<file path="src/include/dmm_settings.svh">
////////////////////////////////////////
// shared widths, bus field positions and timing constants
// field indices are the lowest bit of each field on the conditioning bus
// all values assume a single clk domain with SPI oversampled
////////////////////////////////////////

`ifndef DMM_SETTINGS_SVH
`define DMM_SETTINGS_SVH

////////////////////////////////////////
// conditioning bus

`define COND_BITS          29   // 4x4 mux fields + 8 monitor + 5 single bits

`define MUX_BITS           4    // azmux, himux, himux2, adcmux: en + 3 select
`define MON_BITS           8    // monitor lines

`define IDX_AZMUX          0    // 3..0
`define IDX_HIMUX          4    // 7..4
`define IDX_HIMUX2         8    // 11..8
`define IDX_SIG_PC_SW      12   // pre-charge switch
`define IDX_LED0           13
`define IDX_MONITOR        14   // 21..14
`define IDX_ADCMUX         22   // 25..22, adc current switches
`define IDX_CMPR_LATCH     26
`define IDX_MEAS_COMPLETE  27
`define IDX_SPI_INTERRUPT  28

////////////////////////////////////////
// register bank and spi framing

`define REG_BITS           32
`define SPI_FRAME_BITS     40   // 8 bit command then 32 data bits, msb first

////////////////////////////////////////
// auto-zero modulation

`define AZ_PHASE_CYCLES    8        // clocks spent in each phase
`define AZMUX_PC_SEL       4'b1011  // enable + select 3, routes pre-charge node

`endif

</file>
<file path="src/hw/dmm_pkg.sv">
////////////////////////////////////////
// shared enum types for the measurement control core
// mode values 5..7 are left undefined, the bus goes to zero for them
////////////////////////////////////////

package dmm_pkg;

  ////////////////////////////////////////
  // output mode, low 3 bits of the mode register

  typedef enum logic [2:0] {
    MODE_LO      = 3'd0,  // bus all zero
    MODE_HI      = 3'd1,  // bus all one
    MODE_PATTERN = 3'd2,  // free running counter
    MODE_DIRECT  = 3'd3,  // bus follows direct register
    MODE_AZ      = 3'd4   // auto-zero modulation
  } mode_t;

  ////////////////////////////////////////
  // register addresses, spi command bits 6..0

  typedef enum logic [6:0] {
    REG_LED    = 7'd7,   // scratch / test register
    REG_MODE   = 7'd8,
    REG_DIRECT = 7'd9
  } reg_addr_t;

  // modulation phase
  typedef enum logic {
    AZ_PC   = 1'b0,  // pre-charge switch on, azmux on pc node
    AZ_ZERO = 1'b1   // azmux from direct register
  } az_state_t;

endpackage

</file>
<file path="src/hw/spi_slave.sv">
////////////////////////////////////////
// spi mode 0 slave, oversampled in clk domain
// spi_clk half period must be at least 4 clk cycles
// writes commit only on exactly 40 bits, short or long frames dropped
////////////////////////////////////////

`timescale 1ns/1ns
`include "dmm_settings.svh"

module spi_slave (
  input  logic                 clk,
  input  logic                 arst_n,
  input  logic                 spi_clk,
  input  logic                 spi_cs_n,
  input  logic                 spi_mosi,
  input  logic [`REG_BITS-1:0] rd_data,
  output logic                 spi_miso,
  output logic                 wr_stb,
  output logic                 rd_req,
  output dmm_pkg::reg_addr_t   addr,
  output logic [`REG_BITS-1:0] wr_data
);

  localparam int CMD_BITS = `SPI_FRAME_BITS - `REG_BITS;
  localparam int CNT_W    = $clog2(`SPI_FRAME_BITS) + 1;  // room to overrun

  localparam logic [CNT_W-1:0] CMD_LAST  = CNT_W'(CMD_BITS - 1);
  localparam logic [CNT_W-1:0] CMD_LEN   = CNT_W'(CMD_BITS);
  localparam logic [CNT_W-1:0] FRAME_LEN = CNT_W'(`SPI_FRAME_BITS);

  logic [2:0]           sclk_pipe;  // [0] meta, [1] sync, [2] previous
  logic [2:0]           cs_pipe;
  logic [1:0]           mosi_pipe;
  logic [CNT_W-1:0]     bit_cnt;    // rising edges seen in this frame
  logic [CMD_BITS-1:0]  cmd_q;
  logic [`REG_BITS-1:0] data_q;
  logic [`REG_BITS-1:0] tx_q;       // read shifter, msb on the pin
  logic                 rd_load;

  logic sclk_rise;
  logic sclk_fall;
  logic cs_active;
  logic frame_start;
  logic frame_end;

  ////////////////////////////////////////
  // pin synchronizers and edge detect

  always_ff @(posedge clk or negedge arst_n)
  begin
    if (!arst_n)
    begin
      sclk_pipe <= '0;
      cs_pipe   <= '1;  // deselected
      mosi_pipe <= '0;
    end
    else
    begin
      sclk_pipe <= {sclk_pipe[1:0], spi_clk};
      cs_pipe   <= {cs_pipe[1:0], spi_cs_n};
      mosi_pipe <= {mosi_pipe[0], spi_mosi};
    end
  end

  assign sclk_rise   = sclk_pipe[1] & ~sclk_pipe[2];
  assign sclk_fall   = ~sclk_pipe[1] & sclk_pipe[2];
  assign cs_active   = ~cs_pipe[1];
  assign frame_start = ~cs_pipe[1] & cs_pipe[2];
  assign frame_end   = cs_pipe[1] & ~cs_pipe[2];

  ////////////////////////////////////////
  // frame control

  always_ff @(posedge clk or negedge arst_n)
  begin
    if (!arst_n)
    begin
      bit_cnt <= '0;
      cmd_q   <= '0;
      tx_q    <= '0;
      wr_stb  <= 1'b0;
      rd_req  <= 1'b0;
      rd_load <= 1'b0;
    end
    else
    begin
      wr_stb  <= 1'b0;
      rd_req  <= 1'b0;
      rd_load <= rd_req;  // bank answers one clock after rd_req
      if (frame_start)
      begin
        bit_cnt <= '0;
        tx_q    <= '0;
      end
      else if (cs_active && sclk_rise)
      begin
        if (bit_cnt != '1)
          bit_cnt <= bit_cnt + 1'b1;  // saturate, overlong frame stays invalid
        if (bit_cnt < CMD_LEN)
          cmd_q <= {cmd_q[CMD_BITS-2:0], mosi_pipe[1]};
        // 8th command bit arriving, read flag already sits one below the top
        if (bit_cnt == CMD_LAST && cmd_q[CMD_BITS-2])
          rd_req <= 1'b1;
      end
      else if (cs_active && sclk_fall && bit_cnt > CMD_LEN)
        tx_q <= {tx_q[`REG_BITS-2:0], 1'b0};  // next data bit after falling edge
      if (rd_load)
        tx_q <= rd_data;  // first data bit lands before first data rising edge
      if (frame_end && bit_cnt == FRAME_LEN && !cmd_q[CMD_BITS-1])
        wr_stb <= 1'b1;
    end
  end

  // data shifter, every bit after the command
  always_ff @(posedge clk or negedge arst_n)
  begin
    if (!arst_n)
      data_q <= '0;
    else if (cs_active && sclk_rise && bit_cnt >= CMD_LEN)
      data_q <= {data_q[`REG_BITS-2:0], mosi_pipe[1]};
  end

  assign addr     = dmm_pkg::reg_addr_t'(cmd_q[CMD_BITS-2:0]);
  assign wr_data  = data_q;
  assign spi_miso = cs_active & tx_q[`REG_BITS-1];

  ////////////////////////////////////////
  // checks

  a_wr_rd_exclusive : assert property (
    @(posedge clk) disable iff (!arst_n) !(wr_stb && rd_req)
  ) else $error("spi_slave: write strobe and read request together");

  // allow for the synchronizer latency after deselect
  a_miso_idle : assert property (
    @(posedge clk) disable iff (!arst_n) spi_cs_n [*3] |-> !spi_miso
  ) else $error("spi_slave: miso driven while deselected");

endmodule

</file>
<file path="src/hw/register_bank.sv">
////////////////////////////////////////
// led, mode and direct registers, 32 bits each
// rd_data is valid the clock after rd_req
// unknown addresses ignore writes and read as zero
////////////////////////////////////////

`timescale 1ns/1ns
`include "dmm_settings.svh"

module register_bank (
  input  logic                 clk,
  input  logic                 arst_n,
  input  logic                 wr_stb,
  input  logic                 rd_req,
  input  dmm_pkg::reg_addr_t   addr,
  input  logic [`REG_BITS-1:0] wr_data,
  output logic [`REG_BITS-1:0] rd_data,
  output dmm_pkg::mode_t       reg_mode,
  output logic [`REG_BITS-1:0] reg_direct
);

  logic [`REG_BITS-1:0] reg_led_q;     // test register, read-back only
  logic [`REG_BITS-1:0] reg_mode_q;    // full width kept for read-back
  logic [`REG_BITS-1:0] reg_direct_q;

  ////////////////////////////////////////
  // write decode

  always_ff @(posedge clk or negedge arst_n)
  begin
    if (!arst_n)
    begin
      reg_led_q    <= '0;
      reg_mode_q   <= '0;  // MODE_LO
      reg_direct_q <= '0;
    end
    else if (wr_stb)
    begin
      case (addr)
        dmm_pkg::REG_LED:    reg_led_q    <= wr_data;
        dmm_pkg::REG_MODE:   reg_mode_q   <= wr_data;
        dmm_pkg::REG_DIRECT: reg_direct_q <= wr_data;
        default:             ;  // no such register
      endcase
    end
  end

  ////////////////////////////////////////
  // read-back, captured on the request

  always_ff @(posedge clk or negedge arst_n)
  begin
    if (!arst_n)
      rd_data <= '0;
    else if (rd_req)
    begin
      case (addr)
        dmm_pkg::REG_LED:    rd_data <= reg_led_q;
        dmm_pkg::REG_MODE:   rd_data <= reg_mode_q;
        dmm_pkg::REG_DIRECT: rd_data <= reg_direct_q;
        default:             rd_data <= '0;
      endcase
    end
  end

  assign reg_mode   = dmm_pkg::mode_t'(reg_mode_q[2:0]);  // 5..7 pass through as is
  assign reg_direct = reg_direct_q;

  // mode must only move as a result of an spi write
  a_mode_from_write : assert property (
    @(posedge clk) disable iff (!arst_n) !$stable(reg_mode) |-> $past(wr_stb)
  ) else $error("register_bank: mode changed without a write");

endmodule

</file>
<file path="src/hw/modulation_az.sv">
////////////////////////////////////////
// auto-zero sequencer, free running from reset
// alternates pre-charge and zero phases, AZ_PHASE_CYCLES clocks each
// fields not modulated come straight from the direct register
////////////////////////////////////////

`timescale 1ns/1ns
`include "dmm_settings.svh"

module modulation_az (
  input  logic                  clk,
  input  logic                  arst_n,
  input  logic [`REG_BITS-1:0]  reg_direct,
  output logic [`COND_BITS-1:0] az_word
);

  localparam int CNT_W = $clog2(`AZ_PHASE_CYCLES + 1);  // wide enough to hold the limit

  localparam logic [CNT_W-1:0] PHASE_LAST = CNT_W'(`AZ_PHASE_CYCLES - 1);
  localparam logic [CNT_W-1:0] PHASE_LEN  = CNT_W'(`AZ_PHASE_CYCLES);

  dmm_pkg::az_state_t state_q;
  logic [CNT_W-1:0]   phase_cnt;
  logic               in_pc;        // pre-charge phase
  logic               phase_first;  // first clock of either phase

  ////////////////////////////////////////
  // phase FSM

  always_ff @(posedge clk or negedge arst_n)
  begin
    if (!arst_n)
    begin
      state_q   <= dmm_pkg::AZ_PC;
      phase_cnt <= '0;
    end
    else if (phase_cnt == PHASE_LAST)
    begin
      phase_cnt <= '0;
      state_q   <= (state_q == dmm_pkg::AZ_PC) ? dmm_pkg::AZ_ZERO : dmm_pkg::AZ_PC;
    end
    else
      phase_cnt <= phase_cnt + 1'b1;
  end

  assign in_pc       = (state_q == dmm_pkg::AZ_PC);
  assign phase_first = (phase_cnt == '0);

  ////////////////////////////////////////
  // modulated word

  always_comb
  begin
    // azmux parks on pc node during pre-charge, else the selected input
    az_word[`IDX_AZMUX +: `MUX_BITS]   = in_pc ? `AZMUX_PC_SEL
                                               : reg_direct[`IDX_AZMUX +: `MUX_BITS];
    az_word[`IDX_SIG_PC_SW]            = in_pc;
    az_word[`IDX_LED0]                 = in_pc;  // visible phase on the led
    // mon0 follows phase, mon1 marks each phase start for the scope
    az_word[`IDX_MONITOR +: `MON_BITS] = {{(`MON_BITS - 2){1'b0}}, phase_first, in_pc};

    // not modulated
    az_word[`IDX_HIMUX +: `MUX_BITS]   = reg_direct[`IDX_HIMUX +: `MUX_BITS];
    az_word[`IDX_HIMUX2 +: `MUX_BITS]  = reg_direct[`IDX_HIMUX2 +: `MUX_BITS];
    az_word[`IDX_ADCMUX +: `MUX_BITS]  = reg_direct[`IDX_ADCMUX +: `MUX_BITS];
    az_word[`IDX_CMPR_LATCH]           = reg_direct[`IDX_CMPR_LATCH];
    az_word[`IDX_MEAS_COMPLETE]        = reg_direct[`IDX_MEAS_COMPLETE];
    az_word[`IDX_SPI_INTERRUPT]        = reg_direct[`IDX_SPI_INTERRUPT];
  end

  a_phase_bound : assert property (
    @(posedge clk) disable iff (!arst_n) phase_cnt < PHASE_LEN
  ) else $error("modulation_az: phase count overran");

endmodule

</file>
<file path="src/hw/output_select.sv">
////////////////////////////////////////
// mode mux onto the conditioning bus, registered
// cond_out lags its selected source by one clock
////////////////////////////////////////

`timescale 1ns/1ns
`include "dmm_settings.svh"

module output_select (
  input  logic                  clk,
  input  logic                  arst_n,
  input  dmm_pkg::mode_t        reg_mode,
  input  logic [`REG_BITS-1:0]  reg_direct,
  input  logic [`COND_BITS-1:0] az_word,
  output logic [`COND_BITS-1:0] cond_out
);

  logic [`COND_BITS-1:0] pattern_cnt;  // test pattern, wraps at 2^29

  ////////////////////////////////////////
  // test pattern

  always_ff @(posedge clk or negedge arst_n)
  begin
    if (!arst_n)
      pattern_cnt <= '0;
    else
      pattern_cnt <= pattern_cnt + 1'b1;  // every output toggles at its own rate
  end

  ////////////////////////////////////////
  // mode mux

  always_ff @(posedge clk or negedge arst_n)
  begin
    if (!arst_n)
      cond_out <= '0;
    else
    begin
      case (reg_mode)
        dmm_pkg::MODE_LO:      cond_out <= '0;
        dmm_pkg::MODE_HI:      cond_out <= '1;
        dmm_pkg::MODE_PATTERN: cond_out <= pattern_cnt;
        dmm_pkg::MODE_DIRECT:  cond_out <= reg_direct[`COND_BITS-1:0];  // upper bits unused
        dmm_pkg::MODE_AZ:      cond_out <= az_word;
        default:               cond_out <= '0;  // 5..7 park the bus low
      endcase
    end
  end

endmodule

</file>
<file path="src/hw/dmm_top.sv">
////////////////////////////////////////
// measurement front end control core
// one clk domain, spi pins oversampled
// cond_out fields are placed by the IDX_ defines
////////////////////////////////////////

`timescale 1ns/1ns
`include "dmm_settings.svh"

module dmm_top (
  input  logic                  clk,
  input  logic                  arst_n,
  input  logic                  spi_clk,
  input  logic                  spi_cs_n,
  input  logic                  spi_mosi,
  output logic                  spi_miso,
  output logic [`COND_BITS-1:0] cond_out
);

  // spi to register bank
  logic                 wr_stb;
  logic                 rd_req;
  dmm_pkg::reg_addr_t   addr;
  logic [`REG_BITS-1:0] wr_data;
  logic [`REG_BITS-1:0] rd_data;

  // register outputs
  dmm_pkg::mode_t        reg_mode;
  logic [`REG_BITS-1:0]  reg_direct;
  logic [`COND_BITS-1:0] az_word;

  spi_slave spi_slave_i (
    .clk      (clk),
    .arst_n   (arst_n),
    .spi_clk  (spi_clk),
    .spi_cs_n (spi_cs_n),
    .spi_mosi (spi_mosi),
    .rd_data  (rd_data),
    .spi_miso (spi_miso),
    .wr_stb   (wr_stb),
    .rd_req   (rd_req),
    .addr     (addr),
    .wr_data  (wr_data)
  );

  register_bank register_bank_i (
    .clk        (clk),
    .arst_n     (arst_n),
    .wr_stb     (wr_stb),
    .rd_req     (rd_req),
    .addr       (addr),
    .wr_data    (wr_data),
    .rd_data    (rd_data),
    .reg_mode   (reg_mode),
    .reg_direct (reg_direct)
  );

  modulation_az modulation_az_i (
    .clk        (clk),
    .arst_n     (arst_n),
    .reg_direct (reg_direct),  // azmux and pass-through fields
    .az_word    (az_word)
  );

  output_select output_select_i (
    .clk        (clk),
    .arst_n     (arst_n),
    .reg_mode   (reg_mode),
    .reg_direct (reg_direct),
    .az_word    (az_word),
    .cond_out   (cond_out)
  );

endmodule

</file>
<file path="config.mk">
export PLATFORM = sky130hd
export DESIGN_NAME = dmm_top
export DESIGN_NICKNAME = d
export VERILOG_FILES = /design/src/hw/dmm_pkg.sv /design/src/hw/spi_slave.sv /design/src/hw/register_bank.sv /design/src/hw/modulation_az.sv /design/src/hw/output_select.sv /design/src/hw/dmm_top.sv
export VERILOG_INCLUDE_DIRS = /design/src /design/src/include
export SDC_FILE = /design/constraint.sdc
export NUM_CORES = 1
export LEC_CHECK = 0
export BUFFER_PORTS_ARGS = -buffer_cell sky130_fd_sc_hd__buf_2
export CORE_UTILIZATION = 50
export DETAILED_ROUTE_END_ITERATION = 10
export PLACE_DENSITY = 0.69
export SYNTH_ARGS = -nofsm -noshare
export SYNTH_HDL_FRONTEND = slang
export SYNTH_SLANG_ARGS = --single-unit
</file>
<file path="constraint.sdc">
create_clock -name clk -period 1.8 [get_ports clk]
set_clock_uncertainty 0.1 [all_clocks]
set_input_delay 0.27 -clock clk [delete_from_list [all_inputs] [get_ports clk]]
set_output_delay 0.27 -clock clk [all_outputs]
set_load 0.1 [all_outputs]
</file>
# Word level (Yosys, flattened, before mapping)
# Index checks and enable logic that the tools add are counted.
[word_totals]
reg_bits = 281
out_inout_bits = 30
wordCells = 81
input_bits = 5
[classes]
n_eq_ne = 12
reduce_logical = 18
n_mux = 16
order_cmp = 3
bitwise_logic = 11
n_addsub = 3
[ops]
columns = ["cell", "count"]
rows = [
  ["$mux W32", 4],
  ["$pmux W29 S4", 1],
  ["$pmux W32 S3", 1],
  ["$add A29 B1 Y29 const B", 1],
  ["$mux W7", 3],
  ["$eq A7 B3 Y1 const B", 2],
  ["$eq A7 B4 Y1 const B", 2],
  ["$reduce_and A2 Y1", 5],
  ["$mux W4", 2],
  ["$add A7 B1 Y7 const B", 1],
  ["$eq A7 B6 Y1 const B", 1],
  ["$ge A7 B4 Y1 const B", 1],
  ["$gt A7 B4 Y1 const B", 1],
  ["$logic_and A1 B1 Y1", 7],
  ["$lt A7 B4 Y1 const B", 1],
  ["$ne A7 B7 Y1 const B", 1],
  ["$eq A3 B2 Y1 const B", 2],
  ["$not A1 Y1", 6],
  ["$and A1 B1 Y1", 5],
  ["$mux W1", 5],
  ["$add A4 B1 Y4 const B", 1],
  ["$eq A4 B3 Y1 const B", 1],
  ["$logic_not A4 Y1", 1],
  ["$reduce_bool A2 Y1", 2],
  ["6 further kinds", 6],
]

# Depth between registers and ports, before layout
[logic_depth]
depth_word = 8
mapped_depth = 7
mapped_depth_nobuf = 6

# Modules after synthesis
# From an unflattened synthesis, not the netlist that was laid out.
[hier_totals]
cells_unflattened = 1027
area_unflattened_um2 = 12966.2
[modules_own_cells]
columns = ["mod", "area_each_um2", "n_inst", "seq_area_each_um2", "cells_each"]
rows = [
  ["register_bank", 5749.3, 1, 3203.1, 391],
  ["spi_slave", 4066.4, 1, 2255.9, 337],
  ["output_select", 2705.1, 1, 1451.4, 251],
  ["modulation_az", 445.4, 1, 125.1, 48],
]

# Least setup slack after synthesis
# Ideal clock, no wire load.
[synth_path]
path_kind = "reg2reg"
start = "register spi_slave_i.bit_cnt[0]"
end = "register spi_slave_i.tx_q[10]"
path_stages_with_launch = 8
required_time_ns = 1.575
setup_time_ns = 0.125
setup_slack_ns = -0.091
n_path_buf = 1
t_arrival_ns = 1.666
period_less_slack_ns = 1.891
path_cell_list = "dfrtp_1 -> inv_1 -> ha_1 -> nor2b_1 -> o21ai_1 -> a311o_4 -> buf_6 -> mux2_4"
[synth_between]
elab_chain_len = 4
[synth_rtl]
columns = ["element", "line_no", "source"]
rows = [
  ["start, declared", "spi_slave.sv:34", "logic [CNT_W-1:0] bit_cnt;"],
  ["start signal, assigned", "spi_slave.sv:98", "bit_cnt <= bit_cnt + 1'b1;"],
  ["$gt A7 B4 Y1", "spi_slave.sv:105", "else if (cs_active && sclk_fall && bit_cnt > CMD_LEN)"],
  ["$logic_and A1 B1 Y1", "spi_slave.sv:105", ""],
  ["$reduce_bool A3 Y1 (no source line)", "-", ""],
  ["$reduce_and A2 Y1 (no source line)", "-", ""],
  ["end signal, assigned", "spi_slave.sv:106", "tx_q <= {tx_q[`REG_BITS-2:0], 1'b0};"],
  ["end signal, assigned", "spi_slave.sv:108", "tx_q <= rd_data;"],
  ["end, declared", "spi_slave.sv:37", "logic [`REG_BITS-1:0] tx_q;"],
]
# Every way passes these cells.
# A chain may end at the register's enable or synchronous reset.

# Worst setup path in the final report
[layout_path]
start = "register spi_slave_i.cs_pipe[1]"
end = "register spi_slave_i.tx_q[14]"
[layout_between]
elab_chain_len = 5
elab_cells_between_ends = 10
classes_between = "1 x eq/ne; 2 x mux; 2 x bitwise; 5 x reduce/logical"
[layout_rtl]
columns = ["element", "line_no", "source"]
rows = [
  ["start, declared", "spi_slave.sv:32", "logic [2:0] cs_pipe;"],
  ["start signal, assigned", "spi_slave.sv:60", "cs_pipe <= {cs_pipe[1:0], spi_cs_n};"],
  ["$not A1 Y1 (*)", "spi_slave.sv:67, spi_slave.sv:68", ""],
  ["$logic_and A1 B1 Y1 (2 in a row)", "spi_slave.sv:105", ""],
  ["$reduce_bool A3 Y1 (no source line)", "-", ""],
  ["$reduce_and A2 Y1 (no source line)", "-", ""],
]
# Mark *: on every way between the ends. The rest lies on a longest branch, timed or not.

==> results.cfg <==
[status]
outcome = complete, but fails checks
violations = setup timing

[setup_path]
crit_path_start_kind = register
crit_slowest_cell = dfstp_2
crit_chain = buf_6, nor2_1, a311o_4, clkbuf_16, mux2_4
path_buf_inv = 2
crit_type = register to register
worstPathRequired_ns = 2.14
cp.arrival_ns = 2.26
endpoint_kind = register
path_max_fanout = 7
crit_family = flip-flops
cpPeakStageDelay_ns = 0.55

[clock_network]
clk_pin_slew_ns = 0.06
numCtsBuffers = 30
cts_root_buffer = clkbuf_16
insertion_delay_ns = 0.58
clock_path_buffers = 3
cts_tree = built
clkSinkCount = 281
h-tree-depth = 1

[layout]
fill_cells = 1830
antenna_cells = 0
syn_to_final_growth_pct = 20.87
utilization_pct = 62.12
layout-drive-gt1-share_pct = 30.15
nNetsFinal = 1075

[logic_synthesis]
yosysTopAreaCell = dfrtp_1
netlist_top_cells_area = dfrtp_1 57%, mux2_2 8.1%, mux2_4 4.6%
avgSynthCellArea_um2 = 12.37
synth-seq-cells = 281
synth_edf_count = 0
ys_seq_area_share_pct = 57.97
yosys_warnings = 0
synth_flop_cell = dfrtp_1
mappedNetlistArea_um2 = 12140
synth_top_area_share_pct = 57.32
ys_types = 49
ys_async_sr_fraction_pct = 100.0
synth_fp_nets = 991
synth_cells = 981

[grt]
grt_util_all_layers_pct = 22.08
overflow = 0
grt_pass1_wl_mm = 42.97
antenna_found_initial = 0
grt_max_degree = 66
grt_pass1_vias = 8073

[die]
initial_core_util_pct = 51.40
core_area_um2 = 23610
io_pins = 35
die_x_um = 157.8
num_rows = 56
die_area_um2 = 24900
die-height_um = 157.8

[timing]
hold_ws_ns = 0.1320
fmax_mhz = 519.2
slew_viol_final = 0
final.min_clock_period_ns = 1.926
hold_viol = 0
rsz0062_at_grt = yes
finalWorstSetupSlack_ns = -0.1261
max_slew_margin_pct = 67.19
setup_viol = 47
worstMarginPinSlew_ns = 0.4956
fin_crit_sh_pct = 107.0
tns_ns = -3.444

[placement]
dp_hpwl_mm = 16.52
portBuffers = 34
gp_congestion = 0.8375

[power]
peakVddDrop_mv = 0.7867
total_leakage_power_nw = 7.060
power_density_nw_per_um2 = 936.7

[drt]
vias_per_cell = 5.702
drc_errors = 0
wl_per_cell_um = 19.36
firstDrtPassIters = 5
wl_mm = 27.24
drtIter0Drc = 442
num_vias = 8023
final_antenna_net_count = 0

[worst_hold_path]
min_path_type = input pin to async pin

[job]
max_cap_viol_count = 0
[synthesized netlist by cell type (2+ instances only)]
cell type / number
and2_1: 3
inv_1: 19
nand4_1: 16
o221ai_1: 9
buf_4: 3
o21ai_0: 68
and3_1: 8
nor2_1: 13
a22oi_1: 55
o22ai_1: 20
buf_6: 5
nor2b_1: 27
dfstp_2: 3
nand3_1: 22
nand2b_1: 4
a31oi_1: 27
and4_1: 4
clkbuf_1: 38
dfrtp_1: 278
mux2_1: 43
a21oi_1: 26
buf_2: 20
nor3_1: 6
or2_2: 2
nand2_1: 82
nor3_2: 2
mux2_2: 87
mux2_4: 37
ha_1: 5
xnor2_1: 21
xor2_1: 10
[what timing repair did]
action | 4_1_cts | 5_1_grt
resized for setup | 13 | 31
hold buffers | 4 | 0
pin swaps | 0 | 10
endpoints found under the hold margin | 281 | 0
setup endpoints to repair | 47 | 113
gates cloned | 1 | 6
buffers inserted | 3 | 4
[worst paths after layout]
| kind | startpoint | endpoint | slack [ns] | cells past startpoint |
|---|---|---|---|---|
| min reg2reg | spi_slave_i.sclk_pipe[0]$_DFF_PN0_ | spi_slave_i.sclk_pipe[1]$_DFF_PN0_ | 0.25 | 0 |
| max in group asynchronous | arst_n | spi_slave_i.tx_q[6]$_DFFE_PN0P_ | 0.82 | 3 |
| min | arst_n | register_bank_i.reg_mode_q[5]$_DFFE_PN0P_ | 0.13 | 2 |
| min in group clk | spi_mosi | spi_slave_i.mosi_pipe[0]$_DFF_PN0_ | 0.24 | 2 |
| max | spi_slave_i.cs_pipe[1]$_DFF_PN1_ | spi_slave_i.tx_q[14]$_DFFE_PN0P_ | -0.13 | 5 |
| max reg2reg | spi_slave_i.cs_pipe[1]$_DFF_PN1_ | spi_slave_i.tx_q[14]$_DFFE_PN0P_ | -0.13 | 5 |
[cells by family (layout without fill, tap and decap cells)]
kind of cell               Yosys count  count (layout)  synth area share (%)
adders and majority gates            5               5                0.5155
AOI/OAI and AO/OA                  212             212                 10.89
and+or+nand+nor                    199             200                 8.485
muxes                              167             167                 16.64
buffers and inverters               86             192                 3.268
DFF                                281             281                 57.97
xor gates and xnor gates            31              31                 2.237
[through the flow]
step | cells | instance area (µm²) | worst slack, ns | total power [W]
finish | 1407 | 14670 | -0.1261 | 0.01374
CTS | 1398 | 14400 | -0.1287 | 0.01381
detailed placement | 1335 | 13170 | -0.1053 | 0.007140
global placement | 1335 | 13170 | -0.06736 | 0.007129
floorplan | 981 | 12140 | -0.03057 | 0.006807
global route | 1407 | 14670 | -0.1876 | 0.01413
[per-layer routing]
layer	global-route usage (%)	wire length, µm	share of wire, %
met1	30.19	12560	46
met2	36.88	13030	48
met3	2.710	965	3.5
met4	6.750	687	2.5
met5	0	0	0
[report_power, final]
part	switching [W]	leakage [nW]	internal [W]	total, W
combinational	0.000390	2.64	0.000282	0.000672
clock	0.00259	0.545	0.00405	0.00664
sequential	0.0000544	3.88	0.00638	0.00643
[cell usage in the layout, fill, tap and decap left out, drive strengths merged, types with 3 or more instances in the layout]
master       netlist  layout
nand3             22      22
buf               29     108
inv               19      19
dfrtp            278     278
clkbuf            38      47
nor2              13      13
and3               8       8
a31oi             27      27
a21oi             26      26
bufinv             0       4
o22ai             20      20
and4               4       4
xor2              10      10
and2               3       3
o21ai             69      69
clkinv             0       9
dlygate4sd3        0       4
xnor2             21      21
a22oi             55      55
nor3               8       8
o221ai             9       9
nor2b             28      28
ha                 5       5
nand2b             4       4
dfstp              3       3
mux2             167     167
nand4             16      16
nand2             82      82
[registers in the layout, indices dropped and copies added, names as in the netlist]
| register | flops |
|---|---|
| output_select_i.cond_out | 29 |
| spi_slave_i.wr_stb | 1 |
| spi_slave_i.tx_q | 32 |
| output_select_i.pattern_cnt | 29 |
| spi_slave_i.mosi_pipe | 2 |
| spi_slave_i.sclk_pipe | 3 |
| spi_slave_i.cmd_q | 8 |
| register_bank_i.rd_data | 32 |
| spi_slave_i.rd_req | 1 |
| spi_slave_i.bit_cnt | 7 |
| register_bank_i.reg_mode_q | 32 |
| modulation_az_i.phase_cnt | 4 |
| modulation_az_i.state_q | 1 |
| register_bank_i.reg_led_q | 32 |
| spi_slave_i.cs_pipe | 3 |
| spi_slave_i.wr_data | 32 |
| register_bank_i.reg_direct | 32 |
| spi_slave_i.rd_load | 1 |
[final cells by class]
| class | instances | area [µm²] | area share [%] |
|---|---|---|---|
| timing repair buffer | 118 | 1235 | 8.419 |
| tap | 319 | 399.1 | 2.721 |
| multi-input combinational | 615 | 4826 | 32.90 |
| clock buffer | 41 | 892.1 | 6.082 |
| sequential | 281 | 7037 | 47.97 |
| clock inverter | 14 | 209.0 | 1.424 |
| inverter | 19 | 71.32 | 0.4862 |
No activity file was read; power rests on OpenSTA's default activity.
